$ cat src/logic/pix_pkg.sv
// Pixel packer shared widths, frame geometry, beat formats and sequencer states
package pix_pkg;

    // Beat and pixel geometry
    localparam int LANES      = 4;
    localparam int PIXEL_W    = 24;
    localparam int FIFO_DEPTH = 2;

    // Frame geometry, kept small for simulation
    localparam int LINE_BEATS  = 4;
    localparam int FRAME_LINES = 3;

    typedef logic [PIXEL_W-1:0] pixel_t;

    // One bit per pixel lane
    typedef logic [LANES-1:0] lane_mask_t;

    // Lane position or write rotation
    typedef logic [1:0] lane_idx_t;

    // Number of kept lanes in a beat, 0 to LANES
    typedef logic [2:0] lane_cnt_t;

    typedef logic [1:0] beat_cnt_t;
    typedef logic [1:0] line_cnt_t;

    // Upstream beat, lanes may have holes
    typedef struct packed {
        pixel_t [LANES-1:0] pixels;
        lane_mask_t         keep;
    } in_beat_t;

    // Downstream beat, always four pixels
    typedef struct packed {
        pixel_t [LANES-1:0] pixels;
        logic               last;
        logic               sof;
    } out_beat_t;

    // SEQ_IDLE means the next beat read opens a frame
    typedef enum logic {
        SEQ_IDLE,
        SEQ_LINE
    } seq_state_t;

endpackage
$ cat src/logic/stream_packer.sv
// Stream packer top that turns holed pixel beats into full four-pixel beats with line and frame marks
`timescale 1ns/10ps

module stream_packer (
    input  logic               clk,
    input  logic               rst_n,
    input  logic               in_valid,
    input  pix_pkg::in_beat_t  in_beat,
    output logic               in_ready,
    output logic               out_valid,
    output pix_pkg::out_beat_t out_beat,
    input  logic               out_ready
);

    logic xfer;

    pix_pkg::pixel_t [pix_pkg::LANES-1:0] wr_pixels;
    pix_pkg::lane_mask_t                  wr_mask;

    // One entry per lane FIFO
    pix_pkg::pixel_t     rd_pixels [pix_pkg::LANES];
    pix_pkg::lane_mask_t fifo_empty;
    pix_pkg::lane_mask_t fifo_full;

    logic rd;
    logic line_end;
    logic frame_end;
    logic out_last;
    logic out_sof;

    // Accept only while every lane has room
    assign in_ready = !(|fifo_full);
    assign xfer     = in_valid && in_ready;

    pixel_compactor pixel_compactor_inst (
        .clk       (clk),
        .rst_n     (rst_n),
        .beat      (in_beat),
        .xfer      (xfer),
        .wr_pixels (wr_pixels),
        .wr_mask   (wr_mask)
    );

    for (genvar g = 0; g < pix_pkg::LANES; g++) begin : g_lane
        lane_fifo lane_fifo_inst (
            .clk      (clk),
            .rst_n    (rst_n),
            .wr       (wr_mask[g]),
            .wr_pixel (wr_pixels[g]),
            .rd       (rd),
            .rd_pixel (rd_pixels[g]),
            .empty    (fifo_empty[g]),
            .full     (fifo_full[g])
        );
    end

    line_counter line_counter_inst (
        .clk       (clk),
        .rst_n     (rst_n),
        .step      (rd),
        .line_end  (line_end),
        .frame_end (frame_end)
    );

    frame_sequencer frame_sequencer_inst (
        .clk        (clk),
        .rst_n      (rst_n),
        .fifo_empty (fifo_empty),
        .out_ready  (out_ready),
        .line_end   (line_end),
        .frame_end  (frame_end),
        .rd         (rd),
        .out_valid  (out_valid),
        .out_last   (out_last),
        .out_sof    (out_sof)
    );

    // Lane 0 carries the oldest pixel of the group
    always_comb begin
        for (int i = 0; i < pix_pkg::LANES; i++) begin
            out_beat.pixels[i] = rd_pixels[i];
        end
        out_beat.last = out_last;
        out_beat.sof  = out_sof;
    end

endmodule

$ cat src/logic/frame_sequencer.sv
// Frame sequencer FSM issuing lane FIFO reads and the output valid, last and start of frame
`timescale 1ns/10ps

module frame_sequencer (
    input  logic                clk,
    input  logic                rst_n,
    input  pix_pkg::lane_mask_t fifo_empty,
    input  logic                out_ready,
    input  logic                line_end,
    input  logic                frame_end,
    output logic                rd,
    output logic                out_valid,
    output logic                out_last,
    output logic                out_sof
);

    pix_pkg::seq_state_t state;

    // Output register can take a new beat
    logic out_free;

    assign out_free = !out_valid || out_ready;

    // A full group is ready once every lane holds a pixel
    assign rd = !(|fifo_empty) && out_free;

    always_ff @(posedge clk or negedge rst_n) begin
        if (!rst_n) begin
            out_valid <= 1'b0;
            out_last  <= 1'b0;
            out_sof   <= 1'b0;
        end else if (out_free) begin
            out_valid <= rd;
            if (rd) begin
                out_last <= line_end;
                out_sof  <= (state == pix_pkg::SEQ_IDLE);
            end
        end
    end

    always_ff @(posedge clk or negedge rst_n) begin
        if (!rst_n) begin
            state <= pix_pkg::SEQ_IDLE;
        end else if (rd) begin
            // Last beat of the frame rearms the start-of-frame mark
            if (frame_end) begin
                state <= pix_pkg::SEQ_IDLE;
            end else begin
                state <= pix_pkg::SEQ_LINE;
            end
        end
    end

    // Stalled beat keeps its valid and its flags
    assert property (@(posedge clk) disable iff (!rst_n)
        (out_valid && !out_ready) |=> (out_valid && $stable({out_last, out_sof})))
        else $error("frame_sequencer: output beat changed under back-pressure");

endmodule

$ cat src/logic/line_counter.sv
// Line counter tracking the output beat within a line and the line within a frame
`timescale 1ns/10ps

module line_counter (
    input  logic clk,
    input  logic rst_n,
    input  logic step,
    output logic line_end,
    output logic frame_end
);

    pix_pkg::beat_cnt_t beat_idx;
    pix_pkg::line_cnt_t line_idx;

    // Flags describe the beat currently being read
    assign line_end  = (beat_idx == pix_pkg::beat_cnt_t'(pix_pkg::LINE_BEATS - 1));
    assign frame_end = line_end &&
                       (line_idx == pix_pkg::line_cnt_t'(pix_pkg::FRAME_LINES - 1));

    always_ff @(posedge clk or negedge rst_n) begin
        if (!rst_n) begin
            beat_idx <= '0;
            line_idx <= '0;
        end else if (step) begin
            if (line_end) begin
                beat_idx <= '0;
                // Wrap lines at the frame boundary
                if (frame_end) begin
                    line_idx <= '0;
                end else begin
                    line_idx <= line_idx + 1'b1;
                end
            end else begin
                beat_idx <= beat_idx + 1'b1;
            end
        end
    end

    // Line index never leaves the frame
    assert property (@(posedge clk) disable iff (!rst_n)
        line_idx < pix_pkg::line_cnt_t'(pix_pkg::FRAME_LINES))
        else $error("line_counter: line index out of frame");

endmodule

$ cat src/logic/lane_fifo.sv
// Lane FIFO holding the pixels of one output lane, read data registered on rd
`timescale 1ns/10ps

module lane_fifo (
    input  logic            clk,
    input  logic            rst_n,
    input  logic            wr,
    input  pix_pkg::pixel_t wr_pixel,
    input  logic            rd,
    output pix_pkg::pixel_t rd_pixel,
    output logic            empty,
    output logic            full
);

    typedef logic [$clog2(pix_pkg::FIFO_DEPTH)-1:0]   ptr_t;
    typedef logic [$clog2(pix_pkg::FIFO_DEPTH+1)-1:0] cnt_t;

    pix_pkg::pixel_t mem [pix_pkg::FIFO_DEPTH];

    ptr_t wr_ptr;
    ptr_t rd_ptr;
    cnt_t count;

    assign empty = (count == '0);
    assign full  = (count == cnt_t'(pix_pkg::FIFO_DEPTH));

    always_ff @(posedge clk or negedge rst_n) begin
        if (!rst_n) begin
            wr_ptr <= '0;
            rd_ptr <= '0;
            count  <= '0;
        end else begin
            if (wr) begin
                wr_ptr <= (wr_ptr == ptr_t'(pix_pkg::FIFO_DEPTH - 1)) ? '0 : wr_ptr + 1'b1;
            end
            if (rd) begin
                rd_ptr <= (rd_ptr == ptr_t'(pix_pkg::FIFO_DEPTH - 1)) ? '0 : rd_ptr + 1'b1;
            end
            // Simultaneous read and write leaves the level unchanged
            case ({wr, rd})
                2'b10:   count <= count + 1'b1;
                2'b01:   count <= count - 1'b1;
                default: count <= count;
            endcase
        end
    end

    always_ff @(posedge clk) begin
        if (wr) begin
            mem[wr_ptr] <= wr_pixel;
        end
        if (rd) begin
            rd_pixel <= mem[rd_ptr];
        end
    end

    // in_ready at the top level must hold back writes to a full lane
    assert property (@(posedge clk) disable iff (!rst_n) wr |-> !full)
        else $error("lane_fifo: write while full");

    // Sequencer reads only when every lane has data
    assert property (@(posedge clk) disable iff (!rst_n) rd |-> !empty)
        else $error("lane_fifo: read while empty");

endmodule

$ cat src/logic/pixel_compactor.sv
// Pixel compactor that packs kept lanes low and rotates them onto the next free lane FIFO
`timescale 1ns/10ps

module pixel_compactor (
    input  logic                                    clk,
    input  logic                                    rst_n,
    input  pix_pkg::in_beat_t                       beat,
    input  logic                                    xfer,
    output pix_pkg::pixel_t [pix_pkg::LANES-1:0]    wr_pixels,
    output pix_pkg::lane_mask_t                     wr_mask
);

    // Kept pixels in arrival order, lane 0 first
    pix_pkg::pixel_t [pix_pkg::LANES-1:0] packed_pixels;
    pix_pkg::lane_mask_t                  packed_mask;
    pix_pkg::lane_cnt_t                   valid_cnt;

    // After rotation by the write position
    pix_pkg::pixel_t [pix_pkg::LANES-1:0] rot_pixels;
    pix_pkg::lane_mask_t                  rot_mask;

    // Lane FIFO that receives the next kept pixel
    pix_pkg::lane_idx_t wr_pos;

    // Each kept lane goes to the slot given by the kept lanes below it
    always_comb begin
        pix_pkg::lane_cnt_t run;
        run           = '0;
        packed_pixels = '0;
        packed_mask   = '0;
        for (int i = 0; i < pix_pkg::LANES; i++) begin
            if (beat.keep[i]) begin
                packed_pixels[pix_pkg::lane_idx_t'(run)] = beat.pixels[i];
                packed_mask[pix_pkg::lane_idx_t'(run)]   = 1'b1;
                run = run + 1'b1;
            end
        end
        valid_cnt = run;
    end

    // Slot j lands on FIFO (wr_pos + j) mod LANES
    always_comb begin
        pix_pkg::lane_idx_t dst;
        rot_pixels = '0;
        rot_mask   = '0;
        for (int j = 0; j < pix_pkg::LANES; j++) begin
            dst = pix_pkg::lane_idx_t'((int'(wr_pos) + j) % pix_pkg::LANES);
            if (packed_mask[j]) begin
                rot_pixels[dst] = packed_pixels[j];
                rot_mask[dst]   = 1'b1;
            end
        end
    end

    assign wr_pixels = rot_pixels;
    assign wr_mask   = rot_mask & {pix_pkg::LANES{xfer}};

    always_ff @(posedge clk or negedge rst_n) begin
        if (!rst_n) begin
            wr_pos <= '0;
        end else if (xfer) begin
            wr_pos <= pix_pkg::lane_idx_t'((int'(wr_pos) + int'(valid_cnt)) % pix_pkg::LANES);
        end
    end

    // Writes only happen on a transfer
    assert property (@(posedge clk) disable iff (!rst_n)
        (wr_mask != '0) |-> xfer)
        else $error("pixel_compactor: lane write without transfer");

    // Every kept input pixel reaches exactly one lane FIFO
    assert property (@(posedge clk) disable iff (!rst_n)
        xfer |-> ($countones(wr_mask) == $countones(beat.keep)))
        else $error("pixel_compactor: kept pixel count lost in rotation");

endmodule

$ cat config.mk
export PLATFORM = sky130hd
export DESIGN_NAME = stream_packer
export DESIGN_NICKNAME = d
export VERILOG_FILES = /design/src/logic/pix_pkg.sv /design/src/logic/stream_packer.sv /design/src/logic/frame_sequencer.sv /design/src/logic/line_counter.sv /design/src/logic/lane_fifo.sv /design/src/logic/pixel_compactor.sv
export SDC_FILE = /design/constraint.sdc
export NUM_CORES = 1
export LEC_CHECK = 0
export BUFFER_PORTS_ARGS = -buffer_cell sky130_fd_sc_hd__buf_2
export CORE_UTILIZATION = 45
export DETAILED_ROUTE_END_ITERATION = 8
export PLACE_DENSITY_LB_ADDON = 0.12
export SLEW_MARGIN = 20
export SYNTH_ARGS = -nofsm -noshare
export SYNTH_HDL_FRONTEND = slang
export SYNTH_SLANG_ARGS = --single-unit
$ cat constraint.sdc
create_clock -name clk -period 6.2 [get_ports clk]
set_input_delay 0.62 -clock clk [delete_from_list [all_inputs] [get_ports clk]]
set_output_delay 0.62 -clock clk [all_outputs]
set_load 0.1 [all_outputs]
==> After elaboration in Yosys (flattened, before gate mapping) <==
Memories as Yosys holds them, arrays and structs flattened. A register that Yosys moved wholly into a read port is not among the register bits.
Cells that the tools add are included.
W data, S select, Z words.
{ "word_totals": {"inputBits": 104, "memories": 4, "output_inout_bits": 100, "register_bits": 26, "ram_bits": 192, "elab_cells": 188} }
{ "classes": {"magnitude_cmp": 14, "add_sub_neg": 25, "reduce_logical": 26, "bitwise_logic": 9, "n_mux": 77, "eq_ne": 14} }
{ "mem_list": {"columns": ["memory", "depth", "word_bits", "rd", "rd_ports_with_merged_regs", "wr", "line_no", "source"], "rows": [
  ["g_lane[0].lane_fifo_inst.mem", 2, 24, 1, 1, 1, "lane_fifo.sv:18", "pix_pkg::pixel_t mem [pix_pkg::FIFO_DEPTH];"],
  ["g_lane[1].lane_fifo_inst.mem", 2, 24, 1, 1, 1, "lane_fifo.sv:18", null],
  ["g_lane[2].lane_fifo_inst.mem", 2, 24, 1, 1, 1, "lane_fifo.sv:18", null],
  ["g_lane[3].lane_fifo_inst.mem", 2, 24, 1, 1, 1, "lane_fifo.sv:18", null]
]} }
{ "ops": {"columns": ["cell", "count"], "rows": [
  ["$mux W96", 7],
  ["$bwmux W96", 6],
  ["$demux W24 S2", 7],
  ["$mux W24", 8],
  ["$and A96 B96 Y96", 1],
  ["$mux W4", 7],
  ["$mux W1", 26],
  ["$eq A2 B2 Y1 const B", 10],
  ["$or A4 B4 Y4", 5],
  ["$add A2 B1 Y2 const B", 9],
  ["$lt A2 B3 Y1 const B", 6],
  ["$pmux W2 S2", 4],
  ["$demux W1 S2", 7],
  ["$ge A2 B1 Y1 const B", 6],
  ["$logic_and A1 B1 Y1", 10],
  ["$mux W2", 5],
  ["$add A1 B1 Y1 const B", 8],
  ["$eq A2 B1 Y1 const B", 4],
  ["$logic_not A2 Y1", 4],
  ["$reduce_bool A2 Y1", 4],
  ["$reduce_or A4 Y1", 2],
  ["$sub A2 B1 Y2 const B", 4],
  ["$add A2 B2 Y2 const B", 2],
  ["$and A4 B4 Y4", 1],
  ["9 further kinds", 12]
]} }

==> Longest topological paths before layout <==
Gate-level depths: netlist of the first run.
{ "logic_depth": {"depth_word": 21, "depth_mapped": 16, "mapped_depth_nobuf": 14} }

==> Hierarchy <==
From an unflattened synthesis of the first run, not the netlist that was laid out.
{ "hier_totals": {"cells_unflattened": 1383, "area_unflattened_um2": 17550.6} }
{ "by_module_without_submodules": {"columns": ["module", "seq_area_each_um2", "cells_per_inst", "area_per_inst_um2", "instances"], "rows": [
  ["lane_fifo", 2262.2, 115, 2738.9, 4],
  ["pixel_compactor", 50.0, 890, 6182.2, 1],
  ["line_counter", 100.1, 15, 192.7, 1],
  ["frame_sequencer", 100.1, 14, 186.4, 1],
  ["stream_packer", 0.0, 4, 33.8, 1]
]} }

==> Worst setup path before layout of the first run <==
Ideal clock, no wire load.
{ "synth_path": {"path_kind": "input to register", "startpoint": "input port in_beat[1] in the netlist's numbering", "endpoint": "memory g_lane[0].lane_fifo_inst.mem[1][0] in the netlist's numbering, enable pin", "slack_ps": 1447, "setup_time_ps": 440, "arrival_time_ps": 4313, "t_required_ps": 5760, "n_path_buf": 2, "stages": 12, "cell_sequence": "clkbuf_1 clkbuf_1 inv_1 ha_1 nand2b_1 and2_1 inv_1 ha_1 a32oi_4 nor2_1 nor4_1 nor3b_1"} }
{ "synth_via": {"elab_chain_len": 19, "word_cells_on_any_way": 28, "classes_between": "1 x add/sub; 4 x order compare; 15 x mux; 6 x bitwise; 2 x reduce/logical"} }
{ "synth_rtl": {"columns": ["item", "line_no", "source"], "rows": [
  ["start, declared", "stream_packer.sv:8", "input pix_pkg::in_beat_t in_beat,"],
  ["$mux W2", "pixel_compactor.sv:32", "if (beat.keep[i]) begin"],
  ["$add A2 B1 Y2, or another cell as far along", "pixel_compactor.sv:35", "run = run + 1'b1;"],
  ["$mux W2 or $logic_and A1 B1 Y1 (tied branches)", "pixel_compactor.sv:32, pixel_compactor.sv:34", null],
  ["$lt A2 B3 Y1 (implied by the code), or another cell as far along", "pixel_compactor.sv:34", "packed_mask[pix_pkg::lane_idx_t'(run)] = 1'b1;"],
  ["$logic_and A1 B1 Y1 (implied by the code) or $demux W1 S2 (tied branches)", null, null],
  ["$mux W1 (implied by the code) or $or A4 B4 Y4 (tied branches)", null, null],
  ["$demux W1 S2 or $mux W4 (tied branches)", null, null],
  ["$or A4 B4 Y4 (no source line)", null, null],
  ["[... 3 more ...]", null, null],
  ["$mux W4", "pixel_compactor.sv:48", "if (packed_mask[j]) begin"],
  ["$or A4 B4 Y4 (no source line)", null, null],
  ["$mux W4", "pixel_compactor.sv:48", null],
  ["$or A4 B4 Y4 (no source line)", null, null],
  ["$mux W4 (*)", "pixel_compactor.sv:48", null],
  ["$and A4 B4 Y4 (*)", "pixel_compactor.sv:56", "assign wr_mask = rot_mask & {pix_pkg::LANES{xfer}};"],
  ["$mux W1 (*)", "lane_fifo.sv:49", "if (wr) begin"],
  ["$mux W1 (implied by the code) (*)", "lane_fifo.sv:50", "mem[wr_ptr] <= wr_pixel;"],
  ["end, declared", "lane_fifo.sv:18", null]
]} }
Mark *: on every way between the ends. The rest lies on a longest branch, timed or not.

==> Worst setup path after layout of the first run <==
{ "layout_path": {"startpoint": "input port in_beat[0] in the netlist's numbering", "endpoint": "memory g_lane[3].lane_fifo_inst.mem[0][12] in the netlist's numbering, data pin"} }
{ "layout_via": {"elab_chain_len": 19, "word_cells_on_any_way": 48, "classes_between": "2 x add/sub; 6 x order compare; 33 x mux; 4 x bitwise; 3 x reduce/logical"} }
{ "layout_rtl": {"columns": ["item", "line_no", "source"], "rows": [
  ["$mux W1", "pixel_compactor.sv:32", null],
  ["$add A1 B1 Y2, or another cell as far along", "pixel_compactor.sv:35", null],
  ["$mux W2 or $logic_and A1 B1 Y1 (tied branches)", "pixel_compactor.sv:32, pixel_compactor.sv:33, pixel_compactor.sv:34", null],
  ["$add A2 B1 Y2, or another cell as far along", "pixel_compactor.sv:35", null],
  ["$mux W2, or another cell as far along", "pixel_compactor.sv:32", null],
  ["$lt A2 B3 Y1 (implied by the code), or another cell as far along", "pixel_compactor.sv:33, pixel_compactor.sv:34", null],
  ["$logic_and A1 B1 Y1 (implied by the code), or another cell as far along", "pixel_compactor.sv:33, pixel_compactor.sv:34", null],
  ["$mux W24 (implied by the code) or $bwmux W96 (tied branches)", "pixel_compactor.sv:33", "packed_pixels[pix_pkg::lane_idx_t'(run)] = beat.pixels[i];"],
  ["[... 4 more ...]", null, null],
  ["$mux W96", "pixel_compactor.sv:48", null],
  ["$bwmux W96", "pixel_compactor.sv:49", "rot_pixels[dst] = packed_pixels[j];"],
  ["$mux W96", "pixel_compactor.sv:48", null],
  ["$bwmux W96", "pixel_compactor.sv:49", null],
  ["$mux W96", "pixel_compactor.sv:48", null],
  ["$bwmux W96", "pixel_compactor.sv:49", null],
  ["$mux W96 (*)", "pixel_compactor.sv:48", null],
  ["via g_lane[3].lane_fifo_inst.wr_pixel[12]", "lane_fifo.sv:8", "input pix_pkg::pixel_t wr_pixel,"],
  ["end, declared", "lane_fifo.sv:18", null]
]} }
Mark *: on every way through the listed nets, which the timed path passes. The rest lies on a longest branch.

==> flow_summary_export.csv, run 1 <==
group,metric,value,unit
cells_and_area,drive_gt1_share,37.73,%
clock_tree,cts.sinks,314,
floorplan,row_count,70,
clock_tree,tritoncts,"yes",
power_and_ir_drop,p_comb_share,50.1,%
route,num_vias,12890,
clock_tree,worstSkewPairLatency,0.54,ns
timing,fin_worst_skew,0.03124,ns
synthesis,synth_edf_count,288,
setup_path,crit_type,"in2reg",
outcome,violations,"design-rule violations",
route,drt-total-wl,55.67,mm
timing,fin_crit_sh,80.96,%
job,maxCapViolations,0,
power_and_ir_drop,ir_drop,0.0003120,V
timing,fin_hold_ws,0.2005,ns
timing,setup_viol,0,
route,first_pass_iters,9,
clock_tree,htreeDepth,2,
power_and_ir_drop,pwr-share-seq,31.7,%
clock_tree,cts_resized,0,
place,numPortBuffers,203,
clock_tree,postCtsSetupRepairBufs,0,
route,drcViolationCount,25,
clock_tree,hold_buffers,0,
timing,finalMaxSlewViolations,0,
cells_and_area,final_cell_mix,"edfxtp_1 (288), buf_2 (203), mux2_2 (101), a222oi_1 (96), o21ai_0 (73)",
setup_path,end_kind,"register",
synthesis,syn_inst,1207,
power_and_ir_drop,p_per_area,587.6,nW/µm²
synthesis,synth_seq_cells,314,
global_routing,grt_max_degree,74,
power_and_ir_drop,pwr-share-clk,18.2,%
timing,relSlewSlack,17.05,%
floorplan,die_y,194.1,µm
synthesis,yosysSeqAreaShare,55.98,%
route,drtAntennaViolNets,0,
global_routing,overflow,0,
floorplan,dieWidth,194.1,µm
setup_path,ff2ff_path_depth,5,
synthesis,syn_area,16610,µm²
power_and_ir_drop,sw_frac_of_total,48.66,%
timing,rsz0062_at_grt,"false",
synthesis,avgSynthCellArea,13.76,µm²
timing,finalHoldViolations,0,
cells_and_area,diodes,0,
clock_tree,clk_pin_slew,0.07,ns
power_and_ir_drop,intPower,5807,µW
power_and_ir_drop,switchingPower,5504,µW
global_routing,grt_pass1_wl,81.29,mm
cells_and_area,nets,1503,
route,drt_iter0_markers,2214,
place,dp_hpwl,36.72,mm
outcome,outcome,"finished, violations left",
floorplan,start_util,45.59,%
floorplan,die-area,37690,µm²
synthesis,synth_flop_cell,"edfxtp_1",
setup_path,crit_required,6.43,ns
synthesis,yosys_warnings,0,
timing,max_slew.worst_pin.slew,1.244,ns
synthesis,syn_nets,1326,
global_routing,antenna_found_initial,0,
power_and_ir_drop,power.static_leakage,0.006697,µW
worst_hold_path,min_path_type,"in2async",
setup_path,critPathArrivalTime,5.25,ns
cells_and_area,syn2layout_area_growth,15.88,%
clock_tree,cts_root_buf,"clkbuf_16",
route,vias_per_cell,6.863,
clock_tree,clockBufferDepth,3,
synthesis,ys_types,61,
global_routing,grt_usage,29.14,%
synthesis,async_flop_share,8.280,%
clock_tree,cts_buffers,34,
cells_and_area,layout_commonest_cell,"edfxtp_1",
global_routing,grt_pass1_vias,12040,
setup_path,cp_max_fo,37,
timing,tns,0,ns
setup_path,worst_setup_path_start_kind,"input port",
floorplan,core-area,36430,µm²
route,wl_per_cell,29.64,µm
timing,fmax,199.2,MHz
timing,period_needed,5.019,ns
place,gp_congestion,1.004,
floorplan,pin_count,204,
-- worst max-delay path, stage by stage --
cell	delay, ns
buf_2	0.31
ha_1	0.38
nand2b_1	0.39
and2_1	0.26
ha_1	1.00
nand2_1	0.37
a21oi_2	0.75
buf_4	0.39
o21ai_0	0.14
a222oi_1	0.61
-- sequential cells by signal, indices dropped and copies added, names as in the netlist --
name / flops
frame_sequencer_inst.out_last: 1
g_lane.lane_fifo_inst.rd_pixel: 96
line_counter_inst.beat_idx: 2
pixel_compactor_inst.wr_pos: 2
g_lane.lane_fifo_inst.count: 8
line_counter_inst.line_idx: 2
frame_sequencer_inst.out_valid: 1
g_lane.lane_fifo_inst.mem: 192
frame_sequencer_inst.state: 1
g_lane.lane_fifo_inst.rd_ptr: 4
frame_sequencer_inst.out_sof: 1
g_lane.lane_fifo_inst.wr_ptr: 4
-- through the flow --
stage | std cells | instance area (µm²) | total power (µW) | setup slack, ns | util, %
finish | 1878 | 19250 | 11310 | 1.181 | 52.83
global route | 1878 | 19250 | 11680 | 1.059 | 52.83
CTS | 1878 | 19240 | 11310 | 1.430 | 52.82
detailed placement | 1816 | 18110 | 9233 | 0.8908 | 49.71
global placement | 1816 | 18110 | 9183 | 1.106 | 49.70
floorplan | 1207 | 16610 | 7795 | 1.447 | -
-- routing by layer --
metal	track usage (%)	share of wire [%]	up-vias	wire length [µm]
li1	-	-	5483	-
met5	0	0	-	0
met2	43.80	44	911	24450
met3	7.358	12	164	6435
met1	39.55	39	6330	21840
met4	13.70	5.3	0	2948
-- cell type report --
| class | instances | area, µm² |
|---|---|---|
| fill | 3114 | 17190 |
| sequential | 314 | 9303 |
| multi-input combinational | 761 | 6734 |
| timing repair buffer | 260 | 1444 |
| clock buffer | 39 | 889.6 |
| tap | 468 | 585.6 |
| clock inverter | 23 | 244.0 |
| inverter | 13 | 48.80 |
-- synth_stat cells (all sizes together) (3+ instances only) --
library cell	n	area, µm²
xnor2	12	105.1
nor2	22	97.59
a311oi	72	927.1
dfrtp	26	650.6
buf	65	394.1
o311ai	3	61.31
ha	14	175.2
xor2	8	70.07
o21ai	100	500.5
a32o	24	240.2
and3b	24	210.2
a222oi	96	960.9
nor2b	3	21.27
and3	24	150.1
nand2b	9	63.81
nand3b	25	200.2
edfxtp	288	8648
a21oi	7	50.04
a22oi	48	460.4
clkbuf	54	202.7
and2	5	31.28
a41o	24	240.2
mux2	101	1137
inv	13	48.80
a31oi	52	385.4
nand2	34	137.6
or2	29	181.4
-- cells by family after synthesis --
group           count (synthesis)  share of synthesized area [%]
compound gates                437                          23.89
xor+xnor                       20                          1.055
fa+ha+maj                      15                          1.175
buf+inv                       132                          3.887
flops                         314                          55.98
mux                           102                          6.907
simple gates                  187                          7.110
-- power groups by stage --
stage | Combinational (µW) | Clock, µW | Sequential [µW]
2_1_floorplan | 2070 | 0 | 5730
3_3_place_gp | 5560 | 0 | 3620
3_5_place_dp | 5600 | 0 | 3640
4_1_cts | 5620 | 2100 | 3600
5_1_grt | 5850 | 2160 | 3660
6_report | 5660 | 2060 | 3590
-- path summary, 6_finish.rpt --
check	startpoint	to	slack, ns
worst min register to register	frame_sequencer_inst.state	frame_sequencer_inst.out_sof	0.45
max in group asynchronous	rst_n	g_lane[1].lane_fifo_inst.rd_ptr	5.35
min in group clk	out_ready	frame_sequencer_inst.out_valid	0.40
worst max-delay path	in_beat[0]	g_lane[3].lane_fifo_inst.mem[0][12]	1.18
worst max register to register	pixel_compactor_inst.wr_pos[0]	g_lane[1].lane_fifo_inst.mem[0][3]	3.01
worst min-delay path	rst_n	g_lane[0].lane_fifo_inst.wr_ptr	0.20
Note: power is estimated with default switching activity, not from simulation.
==> run 2: changes to the inputs <==
==> constraint.sdc (replaced) <==
create_clock -name clk -period 4.4 [get_ports clk]
set_input_delay 0.44 -clock clk [delete_from_list [all_inputs] [get_ports clk]]
set_output_delay 0.44 -clock clk [all_outputs]
set_load 0.1 [all_outputs]
==> flow_summary_export.csv, run 2 (synthesis gave the netlist of run 1 again) <==
group,metric,value,unit
timing,max_slew.worst_pin.slew,0.9384,ns
worst_hold_path,worstHoldEndpoint,"frame_sequencer_inst.out_valid",
outcome,outcome,"finished, violations left",
global_routing,grt_pass1_wl,82.97,mm
global_routing,overflow,0,
timing,fmax,298.0,MHz
timing,finalMaxSlewViolations,0,
global_routing,grt_pass1_vias,12570,
clock_tree,clockBufferDepth,3,
cells_and_area,regMostFlops,"g_lane.lane_fifo_inst.mem",
cells_and_area,final_cell_mix,"edfxtp_1 (288), buf_2 (203), mux2_2 (101), a222oi_1 (96), buf_4 (80)",
route,drtAntennaViolNets,0,
timing,setup_viol,0,
route,wl_per_cell,30.11,µm
setup_path,critPathArrivalTime,3.61,ns
clock_tree,cts_buffers,36,
cells_and_area,diodes,0,
floorplan,row_count,70,
worst_hold_path,min_path_type,"in2reg",
floorplan,die-area,37690,µm²
timing,fin_crit_sh,76.27,%
route,num_vias,13050,
cells_and_area,reg_top3,"g_lane.lane_fifo_inst.mem: 192 flops, g_lane.lane_fifo_inst.rd_pixel: 96 flops, g_lane.lane_fifo_inst.count: 8 flops",
setup_path,crit_required,4.65,ns
place,numPortBuffers,203,
setup_path,end_kind,"register",
cells_and_area,fin_cells,1904,
place,dp_hpwl,38.19,mm
route,vias_per_cell,6.853,
global_routing,grt_max_degree,79,
clock_tree,postCtsSetupRepairBufs,0,
cells_and_area,syn2layout_area_growth,17.14,%
cells_and_area,layout_commonest_cell,"edfxtp_1",
clock_tree,clk_pin_slew,0.06,ns
route,drcViolationCount,1,
timing,finalHoldViolations,0,
place,post-place-ws,0.6647,ns
cells_and_area,nFillCells,3130,
place,dp_cells,1842,
timing,tns,0,ns
cells_and_area,largest_reg_flops,192,
power_and_ir_drop,p_per_area,821.1,nW/µm²
clock_tree,worstSkewPairLatency,0.55,ns
timing,period_needed,3.356,ns
floorplan,start_util,45.59,%
cells_and_area,nets,1532,
setup_path,ff2ff_path_depth,6,
global_routing,antenna_found_initial,2,
route,drt-total-wl,57.33,mm
clock_tree,cts.sinks,314,
clock_tree,htreeDepth,2,
route,drt_iter0_markers,2032,
timing,fin_worst_skew,0.02608,ns
clock_tree,cts_resized,0,
place,gp_congestion,0.9467,
setup_path,crit_type,"in2reg",
setup_path,r2r-start,"pixel_compactor_inst.wr_pos[1]",
timing,rsz0062_at_grt,"false",
timing,relSlewSlack,37.44,%
floorplan,pin_count,204,
setup_path,cp_max_fo,25,
floorplan,die_y,194.1,µm
power_and_ir_drop,ir_drop,0.0007601,V
job,maxCapViolations,0,
floorplan,dieWidth,194.1,µm
outcome,violations,"design-rule violations",
clock_tree,tritoncts,"yes",
worst_hold_path,hold_path_depth,3,
power_and_ir_drop,power.static_leakage,0.006812,µW
clock_tree,cts_root_buf,"clkbuf_16",
cells_and_area,drive_gt1_share,37.81,%
setup_path,timing.rr.end,"g_lane[2].lane_fifo_inst.mem[0][7]",
worst_hold_path,min_from,"out_ready",
route,first_pass_iters,9,
floorplan,core-area,36430,µm²
timing,setup_slack,1.044,ns
setup_path,worst_setup_path_start_kind,"input port",
setup_path,rrSetupSlack,1.63,ns
global_routing,grt_usage,30.03,%
-- run 2: worst max path at each step --
stage	start	slack, ns	to	depth (start not counted)
2_1_floorplan	in_beat[1]	0.39	g_lane[1].lane_fifo_inst.mem[0][0]	12
3_3_place_gp	in_beat[1]	0.71	g_lane[1].lane_fifo_inst.mem[0][6]	10
3_5_place_dp	in_beat[1]	0.66	g_lane[1].lane_fifo_inst.mem[0][6]	10
4_1_cts	in_beat[1]	1.22	g_lane[1].lane_fifo_inst.mem[1][13]	10
5_1_grt	in_beat[1]	0.94	g_lane[1].lane_fifo_inst.mem[0][6]	10
6_report	in_beat[1]	1.04	g_lane[1].lane_fifo_inst.mem[0][16]	10
-- run 2: routing by layer --
| metal | track usage, % | wire length [µm] | up-vias |
|---|---|---|---|
| li1 | - | - | 5552 |
| met1 | 40.59 | 23160 | 6446 |
| met2 | 46.02 | 25750 | 872 |
| met3 | 6.245 | 5536 | 174 |
| met4 | 14.87 | 2847 | 4 |
| met5 | 0 | 32 | - |
-- run 2: what timing repair did --
action / 4_1_cts / 5_1_grt
hold buffers: 1 / 0
hold endpoints to repair: 26 / 0
setup endpoints to repair: 0 / 0
-- run 2: critical path: stages --
cell      delay, ns
buf_2          0.23
fa_1           0.48
inv_1          0.09
ha_1           0.16
buf_4          0.31
nand2_1        0.22
a21oi_2        0.58
buf_4          0.42
o21ai_1        0.13
a222oi_1       0.54
-- run 2: cell type report --
cell class | count | area (µm²) | share of cell area, %
clock buffer | 49 | 980.9 | 5.041
sequential | 314 | 9300 | 47.80
inverter | 13 | 48.80 | 0.2508
multi-input combinational | 761 | 6743 | 34.65
clock inverter | 12 | 112.6 | 0.5787
tap | 468 | 585.6 | 3.009
timing repair buffer | 287 | 1687 | 8.668
-- run 2: metrics by stage --
stage,util (%),area [µm²],power (µW),hold WS (ns)
floorplan,-,16620,10990,0.1444
global placement,50.37,18350,13030,0.4452
detailed placement,50.37,18350,13090,0.4671
CTS,53.40,19460,15980,0.2067
global route,53.40,19460,16490,0.2270
finish,53.40,19460,15980,0.2204
-- run 2: where the power goes --
group          leakage [µW]  switching [µW]  internal (µW)
combinational       0.00332            6230           1960
clock              0.000524            1170           1670
sequential          0.00297             313           4640
total               0.00681            7710           8270
